## config.mk

```make
export PLATFORM = sky130hd
export DESIGN_NAME = int_core_top
export DESIGN_NICKNAME = d
export VERILOG_FILES = /design/src/rtl/core_cfg_pkg.sv /design/src/rtl/alu_op_pkg.sv /design/src/rtl/issue_stage.sv /design/src/rtl/reg_file.sv /design/src/rtl/exec_stage.sv /design/src/rtl/int_core_top.sv
export SDC_FILE = /design/constraint.sdc
export NUM_CORES = 2
export LEC_CHECK = 0
export BUFFER_PORTS_ARGS = -buffer_cell sky130_fd_sc_hd__buf_2
export CAP_MARGIN = 30
export CORE_MARGIN = 3
export CORE_UTILIZATION = 30
export CTS_CLUSTER_DIAMETER = 200
export DETAILED_ROUTE_END_ITERATION = 8
export GPL_TIMING_DRIVEN = 0
export PLACE_DENSITY = 0.51
export SLEW_MARGIN = 0
export SYNTH_ARGS = -nofsm -noshare
export SYNTH_HDL_FRONTEND = slang
export SYNTH_SLANG_ARGS = --single-unit
export TNS_END_PERCENT = 30
```

## constraint.sdc

```tcl
create_clock -name clk_i -period 8.4 [get_ports clk_i]
set_input_delay 1.26 -clock clk_i [delete_from_list [all_inputs] [get_ports clk_i]]
set_output_delay 1.26 -clock clk_i [all_outputs]
set_load 0.1 [all_outputs]
```

## src/rtl/core_cfg_pkg.sv

```systemverilog
// Register-file geometry for the slice; NREGS must stay a power of two and match reg_idx_t
package core_cfg_pkg;

  //////////////////////////////////////////////////////////////////////////
  // Data width
  //////////////////////////////////////////////////////////////////////////

  // Default word width, overridden from the top level
  localparam int XLEN_DEF = 32;

  //////////////////////////////////////////////////////////////////////////
  // Register file geometry
  //////////////////////////////////////////////////////////////////////////

  // Architectural registers, x0 included
  localparam int NREGS = 32;

  // Index width derived from the register count
  localparam int REG_IDX_W = $clog2(NREGS);

  // Register index as carried on every port
  typedef logic [REG_IDX_W-1:0] reg_idx_t;

endpackage : core_cfg_pkg

```

## src/rtl/alu_op_pkg.sv

```systemverilog
// ALU operation encoding; the 3-bit code is visible on the instruction port and must stay fixed
package alu_op_pkg;

  //////////////////////////////////////////////////////////////////////////
  // Operation encoding
  //////////////////////////////////////////////////////////////////////////

  // All eight codes are used, so no illegal value exists
  typedef enum logic [2:0] {
    ALU_ADD = 3'd0,
    ALU_SUB = 3'd1,
    ALU_AND = 3'd2,
    ALU_OR  = 3'd3,
    ALU_XOR = 3'd4,
    ALU_SLL = 3'd5,
    ALU_SRL = 3'd6,
    ALU_SLT = 3'd7
  } alu_op_e;

  //////////////////////////////////////////////////////////////////////////
  // Shifter
  //////////////////////////////////////////////////////////////////////////

  // Low bits of operand b that set the shift distance
  localparam int SHAMT_W = 5;

endpackage : alu_op_pkg

```

## src/rtl/issue_stage.sv

```systemverilog
// Four-phase instruction input; one instruction in flight, fields held by the source until ack
`timescale 1ns/1ps

module issue_stage #(
  parameter int XLEN = core_cfg_pkg::XLEN_DEF
)
(
  input  logic                   clk_i,
  input  logic                   reset_i,

  // Instruction handshake from the source
  input  logic                   instr_req_i,
  input  alu_op_pkg::alu_op_e    instr_op_i,
  input  core_cfg_pkg::reg_idx_t instr_rd_i,
  input  core_cfg_pkg::reg_idx_t instr_rs1_i,
  input  core_cfg_pkg::reg_idx_t instr_rs2_i,
  input  logic [XLEN-1:0]        instr_imm_i,
  input  logic                   instr_use_imm_i,
  output logic                   instr_ack_o,

  // Result handshake closed in execute
  input  logic                   done_i,

  // Operand read request to the register file
  output logic                   rd_en_o,
  output core_cfg_pkg::reg_idx_t rs1_o,
  output core_cfg_pkg::reg_idx_t rs2_o,

  // Issued instruction towards execute
  output logic                   issue_valid_o,
  output alu_op_pkg::alu_op_e    op_o,
  output core_cfg_pkg::reg_idx_t rd_o,
  output logic [XLEN-1:0]        imm_o,
  output logic                   use_imm_o
);

  // Instruction in flight, set at acceptance
  logic busy;
  logic accept;

  ////////////////////////////////////////////////////////////////////////////
  // Acceptance
  ////////////////////////////////////////////////////////////////////////////

  // New request only once the previous ack has dropped and the slice is idle
  assign accept = instr_req_i && !busy && !instr_ack_o;

  // Read addresses go straight to the register file, registered there
  assign rd_en_o = accept;
  assign rs1_o   = instr_rs1_i;
  assign rs2_o   = instr_rs2_i;

  ////////////////////////////////////////////////////////////////////////////
  // Handshake and busy state
  ////////////////////////////////////////////////////////////////////////////

  always_ff @(posedge clk_i)
  begin
    if (reset_i)
    begin
      instr_ack_o   <= 1'b0;
      busy          <= 1'b0;
      issue_valid_o <= 1'b0;
    end
    else
    begin
      // Single-cycle issue pulse
      issue_valid_o <= accept;

      // Ack high at acceptance, low once req is seen low
      if (accept)
        instr_ack_o <= 1'b1;
      else if (!instr_req_i)
        instr_ack_o <= 1'b0;

      // Busy until the result handshake has closed
      if (accept)
        busy <= 1'b1;
      else if (done_i)
        busy <= 1'b0;
    end
  end

  // Instruction fields, captured once per acceptance
  always_ff @(posedge clk_i)
  begin
    if (accept)
    begin
      op_o      <= instr_op_i;
      rd_o      <= instr_rd_i;
      imm_o     <= instr_imm_i;
      use_imm_o <= instr_use_imm_i;
    end
  end

endmodule : issue_stage

```

## src/rtl/reg_file.sv

```systemverilog
// 32 x XLEN register file; register contents undefined after reset, x0 reads zero on all ports
`timescale 1ns/1ps

module reg_file #(
  parameter int XLEN = core_cfg_pkg::XLEN_DEF
)
(
  input  logic                   clk_i,
  input  logic                   reset_i,

  // Operand read, addresses registered on rd_en_i
  input  logic                   rd_en_i,
  input  core_cfg_pkg::reg_idx_t rs1_i,
  input  core_cfg_pkg::reg_idx_t rs2_i,
  output logic [XLEN-1:0]        rdata1_o,
  output logic [XLEN-1:0]        rdata2_o,

  // Core writeback
  input  logic                   we_i,
  input  core_cfg_pkg::reg_idx_t waddr_i,
  input  logic [XLEN-1:0]        wdata_i,

  // Debug access
  input  logic                   dbg_we_i,
  input  core_cfg_pkg::reg_idx_t dbg_addr_i,
  input  logic [XLEN-1:0]        dbg_wdata_i,
  output logic [XLEN-1:0]        dbg_rdata_o
);

  // Storage, x0 location written but never read out
  logic [XLEN-1:0] regs [core_cfg_pkg::NREGS];

  // Registered read addresses
  core_cfg_pkg::reg_idx_t rs1_q;
  core_cfg_pkg::reg_idx_t rs2_q;
  core_cfg_pkg::reg_idx_t dbg_addr_q;

  // x0 flags, registered along with the addresses
  logic rs1_zero_q;
  logic rs2_zero_q;
  logic dbg_zero_q;

  ////////////////////////////////////////////////////////////////////////////
  // Operand read port
  ////////////////////////////////////////////////////////////////////////////

  always_ff @(posedge clk_i)
  begin
    if (rd_en_i)
    begin
      rs1_q <= rs1_i;
      rs2_q <= rs2_i;
    end
  end

  // Flags come up set so the outputs read zero out of reset
  always_ff @(posedge clk_i)
  begin
    if (reset_i)
    begin
      rs1_zero_q <= 1'b1;
      rs2_zero_q <= 1'b1;
    end
    else if (rd_en_i)
    begin
      rs1_zero_q <= (rs1_i == '0);
      rs2_zero_q <= (rs2_i == '0);
    end
  end

  // Read through from the array, so a write at the same edge shows up
  assign rdata1_o = rs1_zero_q ? '0 : regs[rs1_q];
  assign rdata2_o = rs2_zero_q ? '0 : regs[rs2_q];

  ////////////////////////////////////////////////////////////////////////////
  // Debug read port
  ////////////////////////////////////////////////////////////////////////////

  // Address sampled every edge
  always_ff @(posedge clk_i)
  begin
    dbg_addr_q <= dbg_addr_i;
  end

  always_ff @(posedge clk_i)
  begin
    if (reset_i)
      dbg_zero_q <= 1'b1;
    else
      dbg_zero_q <= (dbg_addr_i == '0);
  end

  assign dbg_rdata_o = dbg_zero_q ? '0 : regs[dbg_addr_q];

  ////////////////////////////////////////////////////////////////////////////
  // Write port
  ////////////////////////////////////////////////////////////////////////////

  // Debug write wins, a coinciding core write is dropped
  always_ff @(posedge clk_i)
  begin
    if (dbg_we_i)
      regs[dbg_addr_i] <= dbg_wdata_i;
    else if (we_i)
      regs[waddr_i] <= wdata_i;
  end

endmodule : reg_file

```

## src/rtl/exec_stage.sv

```systemverilog
// ALU and four-phase result output; sink must drop res_ack_i before the next result is offered
`timescale 1ns/1ps

module exec_stage #(
  parameter int XLEN = core_cfg_pkg::XLEN_DEF
)
(
  input  logic                   clk_i,
  input  logic                   reset_i,

  // Issued instruction
  input  logic                   issue_valid_i,
  input  alu_op_pkg::alu_op_e    op_i,
  input  core_cfg_pkg::reg_idx_t rd_i,
  input  logic [XLEN-1:0]        imm_i,
  input  logic                   use_imm_i,

  // Operands, valid while issue_valid_i is high
  input  logic [XLEN-1:0]        rdata1_i,
  input  logic [XLEN-1:0]        rdata2_i,

  // Writeback to the register file
  output logic                   wb_we_o,
  output core_cfg_pkg::reg_idx_t wb_addr_o,
  output logic [XLEN-1:0]        wb_data_o,

  // Result handshake to the sink
  output logic                   res_req_o,
  input  logic                   res_ack_i,
  output core_cfg_pkg::reg_idx_t res_rd_o,
  output logic [XLEN-1:0]        res_data_o,

  // Handshake closed, frees the issue stage
  output logic                   done_o
);

  // Second operand after immediate select
  logic [XLEN-1:0]                 opb;
  logic [alu_op_pkg::SHAMT_W-1:0]  shamt;
  logic [XLEN-1:0]                 alu_res;

  ////////////////////////////////////////////////////////////////////////////
  // ALU
  ////////////////////////////////////////////////////////////////////////////

  assign opb   = use_imm_i ? imm_i : rdata2_i;

  // Only the low bits of b shift
  assign shamt = opb[alu_op_pkg::SHAMT_W-1:0];

  always_comb
  begin
    case (op_i)
      alu_op_pkg::ALU_ADD: alu_res = rdata1_i + opb;
      alu_op_pkg::ALU_SUB: alu_res = rdata1_i - opb;
      alu_op_pkg::ALU_AND: alu_res = rdata1_i & opb;
      alu_op_pkg::ALU_OR:  alu_res = rdata1_i | opb;
      alu_op_pkg::ALU_XOR: alu_res = rdata1_i ^ opb;
      alu_op_pkg::ALU_SLL: alu_res = rdata1_i << shamt;
      alu_op_pkg::ALU_SRL: alu_res = rdata1_i >> shamt;
      // Signed compare, result is 0 or 1
      alu_op_pkg::ALU_SLT:
        alu_res = {{(XLEN-1){1'b0}}, ($signed(rdata1_i) < $signed(opb))};
      default: alu_res = '0;
    endcase
  end

  ////////////////////////////////////////////////////////////////////////////
  // Writeback
  ////////////////////////////////////////////////////////////////////////////

  // Write lands at the same edge that registers the result
  assign wb_we_o   = issue_valid_i;
  assign wb_addr_o = rd_i;
  assign wb_data_o = alu_res;

  ////////////////////////////////////////////////////////////////////////////
  // Result handshake
  ////////////////////////////////////////////////////////////////////////////

  // Result held stable for as long as req is high
  always_ff @(posedge clk_i)
  begin
    if (issue_valid_i)
    begin
      res_rd_o   <= rd_i;
      res_data_o <= alu_res;
    end
  end

  always_ff @(posedge clk_i)
  begin
    if (reset_i)
      res_req_o <= 1'b0;
    else if (issue_valid_i)
      res_req_o <= 1'b1;
    else if (res_ack_i)
      res_req_o <= 1'b0;
  end

  // High for the one cycle where req is still up and ack is seen
  assign done_o = res_req_o && res_ack_i;

endmodule : exec_stage

```

## src/rtl/int_core_top.sv

```systemverilog
// Execute slice top; one instruction in flight, debug port to be used only while idle
`timescale 1ns/1ps

module int_core_top #(
  parameter int XLEN = core_cfg_pkg::XLEN_DEF
)
(
  input  logic                   clk_i,
  input  logic                   reset_i,

  // Instruction input, four-phase
  input  logic                   instr_req_i,
  input  alu_op_pkg::alu_op_e    instr_op_i,
  input  core_cfg_pkg::reg_idx_t instr_rd_i,
  input  core_cfg_pkg::reg_idx_t instr_rs1_i,
  input  core_cfg_pkg::reg_idx_t instr_rs2_i,
  input  logic [XLEN-1:0]        instr_imm_i,
  input  logic                   instr_use_imm_i,
  output logic                   instr_ack_o,

  // Result output, four-phase
  output logic                   res_req_o,
  input  logic                   res_ack_i,
  output core_cfg_pkg::reg_idx_t res_rd_o,
  output logic [XLEN-1:0]        res_data_o,

  // Debug access to the register file
  input  logic                   dbg_we_i,
  input  core_cfg_pkg::reg_idx_t dbg_addr_i,
  input  logic [XLEN-1:0]        dbg_wdata_i,
  output logic [XLEN-1:0]        dbg_rdata_o
);

  // Issue to register file
  logic                   rd_en;
  core_cfg_pkg::reg_idx_t rs1;
  core_cfg_pkg::reg_idx_t rs2;

  // Issue to execute
  logic                   issue_valid;
  alu_op_pkg::alu_op_e    op;
  core_cfg_pkg::reg_idx_t rd;
  logic [XLEN-1:0]        imm;
  logic                   use_imm;
  logic                   done;

  // Operands and writeback
  logic [XLEN-1:0]        rdata1;
  logic [XLEN-1:0]        rdata2;
  logic                   wb_we;
  core_cfg_pkg::reg_idx_t wb_addr;
  logic [XLEN-1:0]        wb_data;

  issue_stage #(
    .XLEN (XLEN)
  ) u_issue_stage (
    .clk_i           (clk_i),
    .reset_i         (reset_i),
    .instr_req_i     (instr_req_i),
    .instr_op_i      (instr_op_i),
    .instr_rd_i      (instr_rd_i),
    .instr_rs1_i     (instr_rs1_i),
    .instr_rs2_i     (instr_rs2_i),
    .instr_imm_i     (instr_imm_i),
    .instr_use_imm_i (instr_use_imm_i),
    .instr_ack_o     (instr_ack_o),
    .done_i          (done),
    .rd_en_o         (rd_en),
    .rs1_o           (rs1),
    .rs2_o           (rs2),
    .issue_valid_o   (issue_valid),
    .op_o            (op),
    .rd_o            (rd),
    .imm_o           (imm),
    .use_imm_o       (use_imm)
  );

  reg_file #(
    .XLEN (XLEN)
  ) u_reg_file (
    .clk_i       (clk_i),
    .reset_i     (reset_i),
    .rd_en_i     (rd_en),
    .rs1_i       (rs1),
    .rs2_i       (rs2),
    .rdata1_o    (rdata1),
    .rdata2_o    (rdata2),
    .we_i        (wb_we),
    .waddr_i     (wb_addr),
    .wdata_i     (wb_data),
    .dbg_we_i    (dbg_we_i),
    .dbg_addr_i  (dbg_addr_i),
    .dbg_wdata_i (dbg_wdata_i),
    .dbg_rdata_o (dbg_rdata_o)
  );

  exec_stage #(
    .XLEN (XLEN)
  ) u_exec_stage (
    .clk_i         (clk_i),
    .reset_i       (reset_i),
    .issue_valid_i (issue_valid),
    .op_i          (op),
    .rd_i          (rd),
    .imm_i         (imm),
    .use_imm_i     (use_imm),
    .rdata1_i      (rdata1),
    .rdata2_i      (rdata2),
    .wb_we_o       (wb_we),
    .wb_addr_o     (wb_addr),
    .wb_data_o     (wb_data),
    .res_req_o     (res_req_o),
    .res_ack_i     (res_ack_i),
    .res_rd_o      (res_rd_o),
    .res_data_o    (res_data_o),
    .done_o        (done)
  );

endmodule : int_core_top

```

==> impl_metrics.toml <==
[grt]
overflow = 0
grt_pass1_wl_microns = 491000
grtUsageMet1_pct = 38.8
grt_use_met2_pct = 45.1
grt_max_degree = 52
grt_util_all_layers_pct = 31.9
busiest_layer = "met2"
antenna_found_initial = 27
grt_pass1_vias = 51200
met3_usage_pct = 15.0

[yosys]
seq_area_frac_synth_pct = 49.6
synth_edf_count = 1112
syn_inst = 4356
synth_largest_area_cell = "edfxtp_1"
async_flop_share_pct = 0
ys_top_cells_by_area = "edfxtp_1 (49%), mux4_2 (27%), mux2i_1 (4.3%), ha_1 (1.8%), nor2_1 (1.3%)"
synth_nets = 4548
synth_top_area_share_pct = 49.0
netlist_area_sq_mm = 0.0682
synth_area_per_cell_sq_um = 15.6
synth.distinct_cells = 104
synth_seq_cells = 1134
yosysWarnings = 0
synthFlopType = "edfxtp_1"

[setup_path]
cp_max_fo = 16
critPathKind = "reg -> reg"
worst-r2r-cell-count = 23
worstPathArrival_ns = 8.99
endpoint_kind = "flip-flop"
critPathLaunchType = "flip-flop"
r2r_end = "u_reg_file.regs[6][26]"
required_ns = 8.89
r2r_slack_ns = -0.10

[timing]
setup_tns_ns = -6.31
fmax_mhz = 118
fin_skew_ns = 0.0707
tightest_slew_ns = 1.29
timing.final.max_slew_violations = 0
timing.final.crit_share_pct = 101
hold_viol_final = 0
layout_setup_ws_ns = -0.103
fin_crit_ns = 8.50
slew_headroom_pct = 14.3
rsz0062_at_grt = "true"
setup_viol = 107

[hold_path]
min_from = "u_reg_file.rs2_q[1]"
min_path_cells = 2
hold_path_class = "reg -> reg"

[floorplan]
row_count = 174
die_y_microns = 483
initial_utilization_pct = 30.2
ios = 164
core_sq_mm = 0.225
die_w_microns = 483
die_area_sq_mm = 0.233

[pwr]
clkPwrFrac_pct = 34.0
p_leak_nw = 27.0
netSwitchingPower_mw = 6.22
switching_share_pct = 35.6
internal_power_mw = 11.3
pwr-share-seq_pct = 36.9
peakVddDrop_v = 0.000196
p_comb_share_pct = 29.1
power_density_mw_per_mm2 = 213

[clocking]
cts_made_buffers = 135
cts_tree = "yes"
cts-htree-levels = 4
clk_latency_ns = 0.86
clk_pin_slew_ns = 0.06
clockBufferDepth = 3
ctsHoldBuffers = 0
clkSinkCount = 1134
clock_tree.root_cell = "clkbuf_16"

[placed_design]
io_buffers = 162
dp_hpwl_microns = 279000
dpl_cell_area_sq_mm = 0.0770
gp_congestion = 1.00
dp_slack_ns = -1.78

[routing]
drc_errors = 0
via_per_inst = 6.82
drt_iter0_drc = 9952
vias = 54600
wl_microns = 380000
avgRoutedWirePerCell_microns = 47.5
drtAntennaViolNets = 0
first_pass_iters = 6

[layout]
nNetsFinal = 5076
area.growth.synth_to_final_pct = 20.2
stdcell_area_sq_mm = 0.0819
drive_above_1_share_pct = 35.5

[run_status]
status = "complete, but fails checks"
failed_checks = "negative setup slack"

[run]
maxCapViolations = 0
power groups by stage:
stage	combinational, mW	clock, mW	sequential (mW)
floorplan	2.43	0	6.63
global placement	4.51	0	6.59
finish	5.09	5.94	6.44
CTS	4.80	5.96	6.44
global route	5.08	6.19	6.45
detailed placement	4.74	0	6.56
through the flow:
stage	instances	power, mW	hold WS [ns]	util (%)
6_report	8003	17.5	0.449	36.4
3_3_place_gp	7510	11.1	0.442	32.3
4_1_cts	7974	17.2	0.462	36.2
5_1_grt	7985	17.7	0.474	36.3
3_5_place_dp	7722	11.3	0.438	34.2
2_1_floorplan	4356	9.06	0.415	-
cells in the mapped netlist (17+ instances only):
cell type,count
edfxtp_1,1112
mux4_2,831
mux2i_1,294
nor2_1,236
nand2_1,213
clkbuf_1,194
a21oi_1,143
inv_1,104
ha_1,97
o21ai_0,96
a22oi_1,78
o22ai_1,77
nand3_1,61
buf_1,55
buf_4,42
nor3_1,41
mux2_2,39
buf_2,38
a211oi_1,34
o211ai_1,30
a31oi_1,29
buf_6,27
nand2b_1,25
nor2b_1,25
a21o_1,23
dfxtp_1,22
a221oi_1,20
o21bai_1,17
state kept, by name, summed over array words and instances, names as in the netlist, named ones only:
register,cells
u_reg_file.dbg_zero_q,1
u_issue_stage.busy,1
u_reg_file.rs2_zero_q,1
u_reg_file.rs1_zero_q,1
u_reg_file.rs2_q,5
u_issue_stage.rd_o,5
u_issue_stage.instr_ack_o,1
u_reg_file.rs1_q,5
u_issue_stage.use_imm_o,1
u_reg_file.regs,1024
u_exec_stage.res_rd_o,5
u_exec_stage.res_req_o,1
u_issue_stage.issue_valid_o,1
u_issue_stage.op_o,3
u_exec_stage.res_data_o,32
u_issue_stage.imm_o,32
worst max path at each step:
stage	cells after the start	from	slack [ns]	end
5_1_grt	22	flip-flop	-0.007	u_reg_file.regs[16][14]
3_5_place_dp	24	flip-flop	-1.78	u_reg_file.regs[24][16]
6_report	23	flip-flop	-0.10	u_reg_file.regs[6][26]
3_3_place_gp	20	flip-flop	-5.45	u_reg_file.regs[0][17]
2_1_floorplan	22	flip-flop	1.39	u_reg_file.regs[0][17]
4_1_cts	22	flip-flop	0.003	u_reg_file.regs[4][27]
critical path, stage by stage (launching register included):
cell,delay [ns]
dfxtp_1,0.30
buf_4,0.25
buf_4,0.31
buf_2,0.35
buf_4,0.36
clkbuf_2,0.29
buf_8,0.20
clkbuf_4,0.50
mux4_2,0.38
mux4_2,0.51
mux2i_1,0.40
buf_4,0.31
o21ai_0,0.18
ha_1,0.48
nor2_1,0.39
and3_1,0.24
o311ai_0,0.18
buf_2,0.21
a31o_2,0.34
a211oi_1,0.42
o22ai_1,0.28
mux2i_1,0.23
and4bb_2,0.62
a31oi_4,0.31
logic make-up after synthesis:
| kind of cell | share of synthesized area [%] |
|---|---|
| adder cells (fa/ha/maj) | 1.85 |
| AO/OA/AOI/OAI | 7.43 |
| XOR/XNOR | 0.218 |
| flip-flops | 49.6 |
| AND/OR/NAND/NOR | 5.09 |
| multiplexers | 32.5 |
| buffers and inverters | 3.25 |
layout by cell type, fill, tap and decap left out, types with 32 or more instances in the layout:
master | netlist | layout
buf_4 | 42 | 82
a211oi_1 | 34 | 32
clkbuf_16 | 0 | 137
inv_1 | 104 | 104
mux4_2 | 831 | 831
clkbuf_1 | 194 | 161
buf_6 | 27 | 60
clkbuf_2 | 0 | 38
mux2_2 | 39 | 35
o21ai_0 | 96 | 93
nor2_1 | 236 | 203
edfxtp_1 | 1112 | 1112
nand3_1 | 61 | 59
nand2_1 | 213 | 212
buf_8 | 2 | 70
a22oi_1 | 78 | 78
nor3_1 | 41 | 37
clkinv_1 | 3 | 44
buf_2 | 38 | 225
ha_1 | 97 | 97
buf_12 | 1 | 63
a21oi_1 | 143 | 141
o22ai_1 | 77 | 77
buf_16 | 0 | 34
nor2_4 | 0 | 32
mux2i_1 | 294 | 287
timing repair:
action,in CTS,in global routing
cloned,1,2
pin swaps,4,3
setup buffers,6,3
resized for setup,62,28
setup endpoints to repair,754,494
layout make-up:
cell class	instances	area, sq um
Fill cell	21200	143000
Inverter	112	420
Timing Repair Buffer	390	4570
Clock buffer	161	3540
Multi-Input combinational cell	2754	32900
Antenna cell	19	47.5
Tap cell	2992	3740
Buffer	357	2030
Sequential cell	1134	33800
Clock inverter	84	837
routing by layer:
metal | vias up | wire length [microns]
met3 | 1241 | 60800
met4 | 24 | 30400
met1 | 28500 | 132000
li1 | 19500 | -
met5 | - | 400
met2 | 5371 | 157000
No activity file was read; power rests on OpenSTA's default activity.
